==> config.mk <==
export PLATFORM = sky130hd
export DESIGN_NAME = mipsCore
export DESIGN_NICKNAME = d
export VERILOG_FILES = /design/src/design/mipsPkg.sv /design/src/design/aluUnit.sv /design/src/design/hazardUnit.sv /design/src/design/instrDecoder.sv /design/src/design/mipsCore.sv /design/src/design/regFile.sv
export SDC_FILE = /design/constraint.sdc
export NUM_CORES = 2
export LEC_CHECK = 0
export BUFFER_PORTS_ARGS = -buffer_cell sky130_fd_sc_hd__buf_4
export CAP_MARGIN = 40
export CORE_ASPECT_RATIO = 0.8
export CORE_MARGIN = 8
export CORE_UTILIZATION = 55
export CTS_CLUSTER_DIAMETER = 100
export DETAILED_ROUTE_END_ITERATION = 7
export GPL_TIMING_DRIVEN = 0
export PLACE_DENSITY = 0.76
export SLEW_MARGIN = 25
export SYNTH_ARGS = -nofsm -noshare
export SYNTH_HDL_FRONTEND = slang
export SYNTH_HIERARCHICAL = 1
export SYNTH_SLANG_ARGS = --single-unit
==> constraint.sdc <==
create_clock -name clk -period 10.9 [get_ports clk]
set_input_delay 1.09 -clock clk [delete_from_list [all_inputs] [get_ports clk]]
set_output_delay 1.09 -clock clk [all_outputs]
set_load 0.01 [all_outputs]
==> src/design/mipsPkg.sv <==
`default_nettype none

package mipsPkg;
    localparam int dataWidth = 32;

    typedef logic [4:0] regAddr_t;

    localparam regAddr_t linkReg = 5'd31;

    // primary opcodes
    localparam logic [5:0] opSpecial = 6'h00;
    localparam logic [5:0] opJ       = 6'h02;
    localparam logic [5:0] opJal     = 6'h03;
    localparam logic [5:0] opBeq     = 6'h04;
    localparam logic [5:0] opBne     = 6'h05;
    localparam logic [5:0] opAddiu   = 6'h09;
    localparam logic [5:0] opSlti    = 6'h0a;
    localparam logic [5:0] opAndi    = 6'h0c;
    localparam logic [5:0] opOri     = 6'h0d;
    localparam logic [5:0] opXori    = 6'h0e;
    localparam logic [5:0] opLui     = 6'h0f;
    localparam logic [5:0] opLw      = 6'h23;
    localparam logic [5:0] opSw      = 6'h2b;

    // funct field under opSpecial
    localparam logic [5:0] functSll  = 6'h00;
    localparam logic [5:0] functSrl  = 6'h02;
    localparam logic [5:0] functSra  = 6'h03;
    localparam logic [5:0] functJr   = 6'h08;
    localparam logic [5:0] functAddu = 6'h21;
    localparam logic [5:0] functSubu = 6'h23;
    localparam logic [5:0] functAnd  = 6'h24;
    localparam logic [5:0] functOr   = 6'h25;
    localparam logic [5:0] functXor  = 6'h26;
    localparam logic [5:0] functNor  = 6'h27;
    localparam logic [5:0] functSlt  = 6'h2a;
    localparam logic [5:0] functSltu = 6'h2b;

    // destination register select
    localparam logic [1:0] dstRd = 2'd0;
    localparam logic [1:0] dstRt = 2'd1;
    localparam logic [1:0] dstRa = 2'd2;

    // forwarding source select
    localparam logic [1:0] fwdNone = 2'd0;
    localparam logic [1:0] fwdWb   = 2'd1;
    localparam logic [1:0] fwdMem  = 2'd2;

    typedef union packed {
        logic [31:0] raw;       // jump target lives in raw[25:0]
        struct packed {
            logic [5:0] opcode;
            regAddr_t   rs;
            regAddr_t   rt;
            regAddr_t   rd;
            logic [4:0] shamt;
            logic [5:0] funct;
        } rType;
        struct packed {
            logic [5:0]  opcode;
            regAddr_t    rs;
            regAddr_t    rt;
            logic [15:0] imm16;
        } iType;
    } instrWord_u;

    typedef enum logic [3:0] {
        aluAdd,
        aluSub,
        aluAnd,
        aluOr,
        aluXor,
        aluNor,
        aluSlt,
        aluSltu,
        aluSll,
        aluSrl,
        aluSra,
        aluLui
    } aluOp_e;

    typedef struct packed {
        aluOp_e     aluOp;
        logic       useImm;     // operand b is the immediate
        logic       regWrite;
        logic [1:0] dstSel;
        logic       memRead;
        logic       memWrite;
        logic       isBranch;
        logic       branchNe;
        logic       isJump;
        logic       isJr;
        logic       link;       // write pc+8
    } decodeCtrl_t;

    typedef struct packed {
        logic                 wen;
        regAddr_t             wnum;
        logic [dataWidth-1:0] wdata;
        logic [31:0]          pc;
    } commitInfo_t;
endpackage

`default_nettype wire

==> src/design/aluUnit.sv <==
`timescale 1ns/1ps
`default_nettype none

module aluUnit (
    input  mipsPkg::aluOp_e op,
    input  logic [31:0]     a,
    input  logic [31:0]     b,
    input  logic [4:0]      shamt,
    output logic [31:0]     y
);
    import mipsPkg::*;

    localparam logic [dataWidth-2:0] zeroHigh = '0;

    always_comb begin
        case (op)
            aluAdd:  y = a + b;
            aluSub:  y = a - b;
            aluAnd:  y = a & b;
            aluOr:   y = a | b;
            aluXor:  y = a ^ b;
            aluNor:  y = ~(a | b);
            aluSlt:  y = {zeroHigh, $signed(a) < $signed(b)};
            aluSltu: y = {zeroHigh, a < b};
            // shifts act on rt
            aluSll:  y = b << shamt;
            aluSrl:  y = b >> shamt;
            aluSra:  y = $unsigned($signed(b) >>> shamt);
            aluLui:  y = {b[15:0], 16'b0};
            default: y = '0;
        endcase
    end
endmodule

`default_nettype wire

==> src/design/hazardUnit.sv <==
`timescale 1ns/1ps
`default_nettype none

module hazardUnit (
    input  mipsPkg::regAddr_t rsD,
    input  mipsPkg::regAddr_t rtD,
    input  mipsPkg::regAddr_t rsE,
    input  mipsPkg::regAddr_t rtE,
    input  mipsPkg::regAddr_t wnumM,
    input  mipsPkg::regAddr_t wnumW,
    input  logic              wenM,
    input  logic              wenW,
    input  logic              memReadE,
    input  logic              branchTakenE,
    output logic              stallF,
    output logic              stallD,
    output logic              flushD,
    output logic              flushE,
    output logic [1:0]        forwardA,
    output logic [1:0]        forwardB
);
    import mipsPkg::*;

    logic loadUse;

    // memory stage holds the younger result so it wins
    function automatic logic [1:0] pickSource(input regAddr_t src);
        if (src == '0) begin
            return fwdNone;
        end else if (wenM && src == wnumM) begin
            return fwdMem;
        end else if (wenW && src == wnumW) begin
            return fwdWb;
        end
        return fwdNone;
    endfunction

    // lw writes rt
    assign loadUse = memReadE && rtE != '0 && (rtE == rsD || rtE == rtD);

    assign stallF = loadUse;
    assign stallD = loadUse;
    assign flushE = loadUse;        // bubble into execute
    assign flushD = branchTakenE;   // kill wrong-path fetch

    always_comb begin
        forwardA = pickSource(rsE);
        forwardB = pickSource(rtE);
        assert ((forwardA != fwdMem && forwardB != fwdMem) || wenM)
            else $error("forward from memory stage with no write pending");
        assert ((forwardA != fwdWb && forwardB != fwdWb) || wenW)
            else $error("forward from writeback with no write pending");
    end
endmodule

`default_nettype wire

==> src/design/instrDecoder.sv <==
`timescale 1ns/1ps
`default_nettype none

module instrDecoder (
    input  mipsPkg::instrWord_u  instr,
    output mipsPkg::decodeCtrl_t ctrl,
    output logic [31:0]          imm
);
    import mipsPkg::*;

    logic zeroExt;

    // logic immediates are zero extended
    assign zeroExt = instr.iType.opcode inside {opAndi, opOri, opXori};
    assign imm = zeroExt ? {16'b0, instr.iType.imm16}
                         : {{16{instr.iType.imm16[15]}}, instr.iType.imm16};

    always_comb begin
        ctrl = '0;  // anything unknown decodes as a nop
        case (instr.iType.opcode)
            opSpecial: begin
                ctrl.regWrite = 1'b1;
                ctrl.dstSel = dstRd;
                case (instr.rType.funct)
                    functAddu: ctrl.aluOp = aluAdd;
                    functSubu: ctrl.aluOp = aluSub;
                    functAnd:  ctrl.aluOp = aluAnd;
                    functOr:   ctrl.aluOp = aluOr;
                    functXor:  ctrl.aluOp = aluXor;
                    functNor:  ctrl.aluOp = aluNor;
                    functSlt:  ctrl.aluOp = aluSlt;
                    functSltu: ctrl.aluOp = aluSltu;
                    functSll:  ctrl.aluOp = aluSll;
                    functSrl:  ctrl.aluOp = aluSrl;
                    functSra:  ctrl.aluOp = aluSra;
                    functJr: begin
                        ctrl.regWrite = 1'b0;
                        ctrl.isJr = 1'b1;
                    end
                    default: ctrl.regWrite = 1'b0;
                endcase
            end
            opAddiu, opSlti, opAndi, opOri, opXori, opLui: begin
                ctrl.useImm = 1'b1;
                ctrl.regWrite = 1'b1;
                ctrl.dstSel = dstRt;
                case (instr.iType.opcode)
                    opSlti:  ctrl.aluOp = aluSlt;
                    opAndi:  ctrl.aluOp = aluAnd;
                    opOri:   ctrl.aluOp = aluOr;
                    opXori:  ctrl.aluOp = aluXor;
                    opLui:   ctrl.aluOp = aluLui;
                    default: ctrl.aluOp = aluAdd;
                endcase
            end
            opLw: begin
                ctrl.useImm = 1'b1;
                ctrl.regWrite = 1'b1;
                ctrl.dstSel = dstRt;
                ctrl.memRead = 1'b1;
            end
            opSw: begin
                ctrl.useImm = 1'b1;     // address is rs + offset
                ctrl.memWrite = 1'b1;
            end
            opBeq: ctrl.isBranch = 1'b1;
            opBne: begin
                ctrl.isBranch = 1'b1;
                ctrl.branchNe = 1'b1;
            end
            opJ: ctrl.isJump = 1'b1;
            opJal: begin
                ctrl.isJump = 1'b1;
                ctrl.link = 1'b1;
                ctrl.regWrite = 1'b1;
                ctrl.dstSel = dstRa;
            end
            default: ;
        endcase
    end
endmodule

`default_nettype wire

==> src/design/mipsCore.sv <==
`timescale 1ns/1ps
`default_nettype none

module mipsCore #(
    parameter logic [31:0] resetVector = 32'hbfc00000
) (
    input  logic              clk,
    input  logic              rstN,
    output logic [31:0]       pcF,
    input  logic [31:0]       instrF,
    output logic              memEn,
    output logic              memWen,
    output logic [31:0]       memAddr,
    output logic [31:0]       memWdata,
    input  logic [31:0]       memRdata,
    output logic [31:0]       debugWbPc,
    output logic              debugWbRfWen,
    output mipsPkg::regAddr_t debugWbRfWnum,
    output logic [31:0]       debugWbRfWdata
);
    import mipsPkg::*;

    logic stallF, stallD, flushD, flushE, branchTakenE;
    logic [1:0] forwardA, forwardB;
    logic [31:0] pcNext;
    instrWord_u instrD;
    decodeCtrl_t ctrlD, ctrlE, ctrlM;
    logic [31:0] pcD, pcPlus4D, immD, rd1D, rd2D, jumpTargetD;
    logic [31:0] pcE, rd1E, rd2E, immE, rsValE, rtValE, aluBE, aluYE, resultE, targetE;
    regAddr_t rsE, rtE, rdE, wnumE, wnumM;
    logic [4:0] shamtE;
    logic [31:0] pcM, aluOutM, storeDataM, resultM;
    logic wenM;
    commitInfo_t commitW;

    function automatic logic [31:0] fwdMux(input logic [1:0] sel, input logic [31:0] regVal,
                                           input logic [31:0] memVal, input logic [31:0] wbVal);
        case (sel)
            fwdMem:  return memVal;
            fwdWb:   return wbVal;
            default: return regVal;
        endcase
    endfunction

    // redirect from execute outranks the stall
    always_comb begin
        if (branchTakenE) begin
            pcNext = targetE;
        end else if (stallF) begin
            pcNext = pcF;
        end else if (ctrlD.isJump) begin
            pcNext = jumpTargetD;
        end else begin
            pcNext = pcF + 32'd4;
        end
    end

    always_ff @(posedge clk or negedge rstN) begin
        if (!rstN) begin
            pcF <= resetVector;
            instrD <= '0;
            ctrlE <= '0;
            ctrlM <= '0;
            commitW <= '0;
        end else begin
            pcF <= pcNext;
            if (flushD) begin
                instrD <= '0;   // all zero is sll r0 so a nop
            end else if (!stallD) begin
                instrD.raw <= instrF;
            end
            ctrlE <= flushE ? '0 : ctrlD;
            ctrlM <= ctrlE;
            commitW <= '{wen: wenM, wnum: wnumM, wdata: resultM, pc: pcM};
        end
    end

    always_ff @(posedge clk) begin
        if (!stallD) begin
            pcD <= pcF;
        end
        pcE <= pcD;
        rd1E <= rd1D;
        rd2E <= rd2D;
        immE <= immD;
        rsE <= instrD.rType.rs;
        rtE <= instrD.rType.rt;
        rdE <= instrD.rType.rd;
        shamtE <= instrD.rType.shamt;
        pcM <= pcE;
        aluOutM <= resultE;
        storeDataM <= rtValE;
        wnumM <= wnumE;
    end

    instrDecoder instrDecoder_i (
        .instr(instrD),
        .ctrl (ctrlD),
        .imm  (immD)
    );

    regFile regFile_i (
        .clk(clk),
        .ra1(instrD.rType.rs),
        .ra2(instrD.rType.rt),
        .wa (commitW.wnum),
        .we (commitW.wen),
        .wd (commitW.wdata),
        .rd1(rd1D),
        .rd2(rd2D)
    );

    assign pcPlus4D = pcD + 32'd4;
    assign jumpTargetD = {pcPlus4D[31:28], instrD.raw[25:0], 2'b00};

    hazardUnit hazardUnit_i (
        .rsD         (instrD.rType.rs),
        .rtD         (instrD.rType.rt),
        .rsE         (rsE),
        .rtE         (rtE),
        .wnumM       (wnumM),
        .wnumW       (commitW.wnum),
        .wenM        (wenM),
        .wenW        (commitW.wen),
        .memReadE    (ctrlE.memRead),
        .branchTakenE(branchTakenE),
        .stallF      (stallF),
        .stallD      (stallD),
        .flushD      (flushD),
        .flushE      (flushE),
        .forwardA    (forwardA),
        .forwardB    (forwardB)
    );

    assign rsValE = fwdMux(forwardA, rd1E, aluOutM, commitW.wdata);
    assign rtValE = fwdMux(forwardB, rd2E, aluOutM, commitW.wdata);
    assign aluBE = ctrlE.useImm ? immE : rtValE;

    aluUnit aluUnit_i (
        .op   (ctrlE.aluOp),
        .a    (rsValE),
        .b    (aluBE),
        .shamt(shamtE),
        .y    (aluYE)
    );

    assign resultE = ctrlE.link ? pcE + 32'd8 : aluYE;    // return past the delay slot
    assign branchTakenE = ctrlE.isJr | (ctrlE.isBranch & ((rsValE == rtValE) ^ ctrlE.branchNe));
    assign targetE = ctrlE.isJr ? rsValE : pcE + 32'd4 + {immE[29:0], 2'b00};

    always_comb begin
        case (ctrlE.dstSel)
            dstRt:   wnumE = rtE;
            dstRa:   wnumE = linkReg;
            default: wnumE = rdE;
        endcase
    end

    assign wenM = ctrlM.regWrite && wnumM != '0;    // r0 writes never commit
    assign memEn = ctrlM.memRead | ctrlM.memWrite;
    assign memWen = ctrlM.memWrite;
    assign memAddr = aluOutM;
    assign memWdata = storeDataM;
    assign resultM = ctrlM.memRead ? memRdata : aluOutM;

    assign debugWbPc = commitW.pc;
    assign debugWbRfWen = commitW.wen;
    assign debugWbRfWnum = commitW.wnum;
    assign debugWbRfWdata = commitW.wdata;

    storeAligned: assert property (@(posedge clk) disable iff (!rstN)
        memWen |-> memAddr[1:0] == 2'b00);
    flushNotStall: assert property (@(posedge clk) disable iff (!rstN)
        !(flushD && stallD));
endmodule

`default_nettype wire

==> src/design/regFile.sv <==
`timescale 1ns/1ps
`default_nettype none

module regFile (
    input  logic              clk,
    input  mipsPkg::regAddr_t ra1,
    input  mipsPkg::regAddr_t ra2,
    input  mipsPkg::regAddr_t wa,
    input  logic              we,
    input  logic [31:0]       wd,
    output logic [31:0]       rd1,
    output logic [31:0]       rd2
);
    import mipsPkg::*;

    logic [dataWidth-1:0] regs [32];

    function automatic logic [dataWidth-1:0] readPort(input regAddr_t ra);
        if (ra == '0) begin
            return '0;
        end else if (we && wa == ra) begin
            return wd;  // same-cycle write from writeback
        end
        return regs[ra];
    endfunction

    always_ff @(posedge clk) begin
        if (we && wa != '0) begin
            regs[wa] <= wd;
        end
    end

    always_comb begin
        rd1 = readPort(ra1);
        rd2 = readPort(ra2);
    end

    zeroReg: assert property (@(posedge clk)
        (ra1 != '0 || rd1 == '0) && (ra2 != '0 || rd2 == '0));
endmodule

`default_nettype wire

=== Yosys cells after proc, flatten, opt, wreduce, memory -nomap -nowiden ===
Memory sizes are Yosys's and may differ from the RTL's.
Cells that the tools add are included.
Widths: inputs -> output; s select.

* Add/subtract/negate cells: 7
* Multiply operators: 0
* Div/mod/pow operators: 0
* Order comparisons: 2
* Eq/ne operators: 50
* Shift operators: 3
* Multiplexer cells: 54
* Bitwise gates (word level): 8
* Reduce and logical (&&, ||, !) cells: 28

{| class="wikitable"
|+ Operators by type and width
! operator !! number
|-
| $mux 32 || 15
|-
| $pmux 32 s12 || 1
|-
| $pmux 32 s2 || 2
|-
| $add 32x3->32 const B || 3
|-
| $add 32x32->32 || 2
|-
| $lt 32x32->1 || 2
|-
| $eq 6x6->1 const B || 10
|-
| $eq 6x4->1 const B || 7
|-
| $eq 5x5->1 || 8
|-
| $pmux 4 s10 || 1
|-
| $add 32x4->32 const B || 1
|-
| $and 32x32->32 || 1
|-
| $eq 32x32->1 || 1
|-
| $not 32->32 || 1
|-
| $or 32x32->32 || 1
|-
| $shl 32x5->32 || 1
|-
| $shr 32x5->32 || 1
|-
| $sshr 32x5->32 || 1
|-
| $sub 32x32->32 || 1
|-
| $xor 32x32->32 || 1
|-
| $eq 6x2->1 const B || 4
|-
| $mux 1 || 22
|-
| $logic_not 5->1 || 4
|-
| $pmux 4 s5 || 1
|-
| other kinds (27) || 60
|}

* Register bits after elaboration: 417
* Latch bits: 0
* Memory bits (writable): 1024
* Memory bits (read-only): 0
* Word-level logic and storage cells: 186
* Memories: 1

{| class="wikitable"
|+ Memory list
! name !! words !! width !! rd ports !! clocked after memory_dff !! wr ports !! line !! text
|-
| regFile_i.regs || 32 || 32 || 2 || 0 || 1 || regFile.sv:16 || <nowiki>logic [dataWidth-1:0] regs [32];</nowiki>
|}

=== Depth between registers and ports, before layout ===
* Depth in word-level cells: 13
* Depth in mapped cells: 26
* Mapped depth without buffers: 22

=== Hierarchy ===
Netlist, hierarchy kept.

{| class="wikitable"
|+ Modules (own cells, without submodules)
! module !! times used !! cells an instance !! area an instance (um^2) !! sequential area each (um^2)
|-
| regFile || 1 || 2442 || 48161.2 || 30749.5
|-
| mipsCore || 1 || 1646 || 18052.3 || 9735.6
|-
| aluUnit || 1 || 1293 || 9386.5 || 0.0
|-
| instrDecoder || 1 || 100 || 654.4 || 0.0
|-
| hazardUnit || 1 || 60 || 441.7 || 0.0
|}

=== Least setup slack after synthesis ===
No wires, ideal clock.

* Path type: flip-flop to flip-flop
* Start: register wnumM[0]
* End: register aluOutM[30], in the netlist memAddr[30]
* Setup time: 0.070 ns
* Data arrival time: 5.371 ns
* Slack: 5.459 ns
* Cell stages (with the launch flop): 23
* Buffers on the path: 2
* Clock period less this slack: 5.441 ns
* Cells stage by stage: dfxtp_1 or4_1 o21a_1 nand3_1 nor4b_1 inv_1 ha_1 buf_4 buf_2 nor2b_1 o31ai_1 inv_1 ha_1 and2b_1 o211ai_2 a31o_4 o41ai_4 a21oi_1 nor3_1 mux2_2 o221ai_2 nor2_1 a21oi_1

* Elaborated cells on any way between the ends: 34
* Classes of those cells: add/sub: 2; eq/ne: 6; shift: 3; mux: 15; bitwise: 4; reduce/logical: 4

{| class="wikitable"
|+ RTL lines
! what !! line !! text
|-
| start: declaration || mipsCore.sv:30 || <nowiki>regAddr_t rsE, rtE, rdE, wnumE, wnumM;</nowiki>
|-
| start signal: assignment || mipsCore.sv:93 || <nowiki>wnumM <= wnumE;</nowiki>
|-
| $reduce_bool 5->1 (*) || mipsCore.sv:159 || <nowiki>assign wenM = ctrlM.regWrite && wnumM != '0;</nowiki>
|-
| $logic_and 1x1->1 (*) || mipsCore.sv:159 ||
|-
| net wenM || mipsCore.sv:33 || <nowiki>logic wenM;</nowiki>
|-
| $logic_and 1x1->1 (*) || hazardUnit.sv:30 || <nowiki>end else if (wenM && src == wnumM) begin</nowiki>
|-
| $mux 2 or $mux 1 (tied branches) || hazardUnit.sv:30 ||
|-
| $mux 2 or $mux 1 (tied branches) || hazardUnit.sv:28 || <nowiki>if (src == '0) begin</nowiki>
|-
| $mux 2 (*) || hazardUnit.sv:35 || <nowiki>return fwdNone;</nowiki>
|-
| net forwardB[0] || mipsCore.sv:24 || <nowiki>logic [1:0] forwardA, forwardB;</nowiki>
|-
| $eq 2x1->1 or $eq 2x2->1 (tied branches) || mipsCore.sv:38 || <nowiki>case (sel)</nowiki>
|-
| $pmux 32 s2 (*) || mipsCore.sv:38 ||
|-
| $mux 32 (*) || mipsCore.sv:137 || <nowiki>assign aluBE = ctrlE.useImm ? immE : rtValE;</nowiki>
|-
| net aluBE[2] || mipsCore.sv:29 || <nowiki>logic [31:0] pcE, rd1E, rd2E, immE, rsValE, rtValE, aluBE, aluYE, resultE, targetE;</nowiki>
|-
| $sub 32x32->32, or another cell as far along || aluUnit.sv:18 || <nowiki>aluSub: y = a - b;</nowiki>
|-
| $pmux 32 s12 (*) || aluUnit.sv:16 || <nowiki>case (op)</nowiki>
|-
| net aluYE[30] || mipsCore.sv:29 ||
|-
| $mux 32 (*) || mipsCore.sv:147 || <nowiki>assign resultE = ctrlE.link ? pcE + 32'd8 : aluYE;</nowiki>
|-
| net resultE[30] || mipsCore.sv:29 ||
|-
| end signal: assignment || mipsCore.sv:91 || <nowiki>aluOutM <= resultE;</nowiki>
|-
| end: declaration || mipsCore.sv:32 || <nowiki>logic [31:0] pcM, aluOutM, storeDataM, resultM;</nowiki>
|}

Mark *: on every way through the listed nets, which the timed path passes. The rest lies on a longest branch.
A chain may end at the register's enable or synchronous reset.

=== Worst setup path in the final report ===
* Start: register wnumM[0]
* End: register aluOutM[27], in the netlist memAddr[27]

* Elaborated cells on any way between the ends: 34
* Classes of those cells: add/sub: 2; eq/ne: 6; shift: 3; mux: 15; bitwise: 4; reduce/logical: 4

{| class="wikitable"
|+ RTL lines
! what !! line
|-
| $reduce_bool 5->1 (*) || mipsCore.sv:159
|-
| $logic_and 1x1->1 (*) || mipsCore.sv:159
|-
| net wenM || mipsCore.sv:33
|-
| $logic_and 1x1->1 (*) || hazardUnit.sv:30
|-
| $mux 2 or $mux 1 (tied branches) || hazardUnit.sv:30
|-
| $mux 2 or $mux 1 (tied branches) || hazardUnit.sv:28
|-
| $mux 2 (*) || hazardUnit.sv:35
|-
| net forwardB[0] || mipsCore.sv:24
|-
| [... 2 more ...] || n/a
|-
| net rtValE[6] || mipsCore.sv:29
|-
| $mux 32 (*) || mipsCore.sv:137
|-
| net aluBE[6] || mipsCore.sv:29
|-
| $sub 32x32->32, or another cell as far along || aluUnit.sv:18
|-
| $pmux 32 s12 (*) || aluUnit.sv:16
|-
| net aluYE[27] || mipsCore.sv:29
|-
| $mux 32 (*) || mipsCore.sv:147
|-
| net resultE[27] || mipsCore.sv:29
|}

Marked as above.

==> results.ini <==
[global_route]
grt-ovfl-total = 0
grt_max_degree = 79
grt_pass1_wl_mm = 444
grtUsageTotal = 0.414
grt_pass1_vias = 56904
grt_antenna_before_repair = 20

[run_status]
status = finished clean

[setup_path]
timing.rr.start = wnumM[0]$_DFF_P_
reg2reg_setup_slack_ns = 2.66
cp.arrival_ns = 8.96
path_max_fanout = 10
cp.required_ns = 11.62
start_kind = flip-flop
critPathKind = reg -> reg
crit_end = memAddr[27]$_DFF_P_
reg2reg_depth = 25
cp-end-kind = flip-flop
r2r_end = memAddr[27]$_DFF_P_
cp-startpoint = wnumM[0]$_DFF_P_

[sta]
relSlewSlack = 0.295
worst_slew_pin_slew_ns = 1.05
fin_setup_tns_ns = 0
hold_viol_final = 0
fin_skew_ns = 0.0388
post-route-min-period_ns = 8.24
setup_ws_ns = 2.66
setup-violations-final = 0
slew_viol_final = 0
period_share = 0.756
max_freq_mhz = 121
rsz0062_at_grt = no

[cells_and_area]
top_register = regFile_i/regs
final_nets = 6356
layout_commonest_cell = edfxtp_1
largest_reg_flops = 1024
syn_to_final_growth_pct = 15.7
drive_gt1_frac = 0.255
mostFrequentLayoutCells = 1,056 x edfxtp_1, 532 x mux4_2, 314 x nor2_1, 303 x buf_4, 294 x mux2i_1

[placement]
place.detailed.hpwl_mm = 242
place_congestion = 1.07
dp_slack_ns = 3.07
portBuffers = 233

[logic_synthesis]
ys.flop_type = edfxtp_1
synthArstFlopShare = 0.104
netlist_top_cells_area = edfxtp_1 41%, mux4_2 16%, dfxtp_1 6.5%, dfrtp_1 4.6%, mux2i_1 3.8%
yosys.area.top_type = edfxtp_1
synthCells = 5541
synth_warnings = 6
ys_seq_area_frac = 0.528
yosysTopAreaCellShare = 0.413
synth-edff-count = 1056
syn_area_um2 = 76700
ys_ff_latch = 1456
synth_cell_types = 107
synth_area_per_cell_um2 = 13.8

[clocking]
ctsHtreeMaxLevel = 4
cts_resized = 0
clock-sinks = 1456
holdBufCountCts = 0
clockBufferDepth = 3
cts_inserted_buffers = 142
cts_tree = yes
root_buffer = clkbuf_16
clkTransAtPathRegs_ns = 0.07
post_cts_buffers = 0
clock_latency_ns = 0.81

[die]
initial_utilization = 0.554
fp-row-count = 122
ioPinCount = 234
die_height_um = 350
core_area_um2 = 138000
die_width_um = 434
die_area_um2 = 152000

[routing]
vias_per_cell = 7.58
dr.pass1.iters = 8
detail-route-antenna-nets = 0
wire_per_inst_um = 40.1
vias = 61489
post-route-drc-count = 0
initialDrtViolationCount = 12392
totalWireLength_mm = 325

[power]
leakage_nw = 31.7
peakVddDrop_mv = 0.187
powerDensity_nw_per_um2 = 195

[min_path]
min_path_type = in -> async

[run]
max-cap-violations = 0

[cell usage after synthesis, types with 23 or more instances]
| cell | count |
|---|---|
| nand4_1 | 31 |
| o21ai_0 | 144 |
| edfxtp_1 | 1056 |
| dfrtp_1 | 142 |
| o211ai_1 | 42 |
| nor2b_1 | 128 |
| nand2_1 | 178 |
| a21oi_1 | 270 |
| a211oi_1 | 136 |
| inv_1 | 122 |
| nor4_1 | 29 |
| mux2_2 | 95 |
| a221oi_1 | 99 |
| mux2i_1 | 294 |
| nor3_1 | 63 |
| buf_4 | 59 |
| xnor2_1 | 59 |
| dfxtp_1 | 249 |
| nand2b_1 | 52 |
| a21o_1 | 41 |
| buf_2 | 107 |
| clkbuf_1 | 232 |
| nand3_1 | 76 |
| xor2_1 | 49 |
| a22oi_1 | 44 |
| o22ai_1 | 30 |
| ha_1 | 163 |
| and3_1 | 23 |
| buf_6 | 28 |
| and2_1 | 73 |
| a221o_1 | 117 |
| nor2_1 | 353 |
| mux4_2 | 532 |
[critical path, stage by stage, from the launching register on]
cell      delay, ns
dfxtp_1        0.35
or4_1          0.54
o21a_1         0.22
nand3_1        0.14
nor4b_1        0.48
inv_1          0.10
ha_1           0.31
buf_4          0.16
clkbuf_1       0.58
a221o_1        0.24
and2_1         0.28
mux2_2         0.38
clkbuf_1       0.62
inv_1          0.19
ha_1           0.32
buf_2          0.20
nor2b_1        0.09
or4_1          0.42
o21ai_1        0.45
o211ai_1       0.30
a311o_1        0.53
a21boi_0       0.40
a22oi_1        0.15
a31oi_1        0.41
nor2_1         0.14
a21oi_1        0.17
[metrics by stage]
step	total power, mW	util	cells	hold slack, ns	instance area, µm²
floorplan	9.71	-	5572	0.316	76800
global placement	11.9	0.584	7665	0.317	80900
detailed placement	12.1	0.604	7797	0.320	83600
CTS	17.0	0.637	8051	0.259	88200
global route	17.6	0.640	8094	0.314	88700
finish	17.3	0.641	8107	0.279	88700
[cell type report]
cell class,instances,area [µm²]
fillers,9990,49700
flip-flops and latches,1456,40500
multi-input cells,3546,34000
repair buffers,408,4510
clock buffers,185,3920
well taps,1860,2330
plain buffers,443,2230
clock inverters,69,706
inverters,127,477
diodes,13,32.5
[power by group]
part           leakage (nW)  internal, mW  total, mW  switching [mW]
Combinational          16.0          1.60       4.28            2.68
Clock                  2.27          2.78       4.99            2.22
Sequential             13.4          6.89       8.01            1.12
[worst min path at each step]
stage	cells after the start	end	startpoint
6_report	1	debugWbPc[14]$_DFF_PN0_	rstN
5_1_grt	1	debugWbPc[14]$_DFF_PN0_	rstN
4_1_cts	1	debugWbPc[14]$_DFF_PN0_	rstN
3_5_place_dp	0	debugWbPc[18]$_DFF_PN0_	pcM[18]$_DFF_P_
3_3_place_gp	0	debugWbPc[9]$_DFF_PN0_	pcM[9]$_DFF_P_
2_1_floorplan	0	debugWbPc[0]$_DFF_PN0_	pcM[0]$_DFF_P_
[routing by layer]
metal / routed length [µm] / vias up / GRT usage / share of wire
li1: - / 23311 / - / -
met1: 119000 / 30474 / 0.581 / 0.37
met2: 127000 / 6481 / 0.552 / 0.39
met3: 59000 / 1207 / 0.187 / 0.18
met4: 19200 / 16 / 0.182 / 0.059
met5: 335 / - / 0.0107 / 0.0010
[kinds of logic (layout without fill, tap and decap cells)]
group                      count (synthesis)  after routing  synth area share
muxes                                    921            921             0.209
other                                      1             45         0.0000489
xor gates and xnor gates                 108            108            0.0123
buffers and inverters                    570           1232            0.0353
DFF                                     1456           1456             0.528
adders and majority gates                166            166            0.0274
and+or+nand+nor                         1109           1109            0.0735
AOI/OAI and AO/OA                       1210           1210             0.115
No activity file was read; power rests on OpenSTA's default activity.
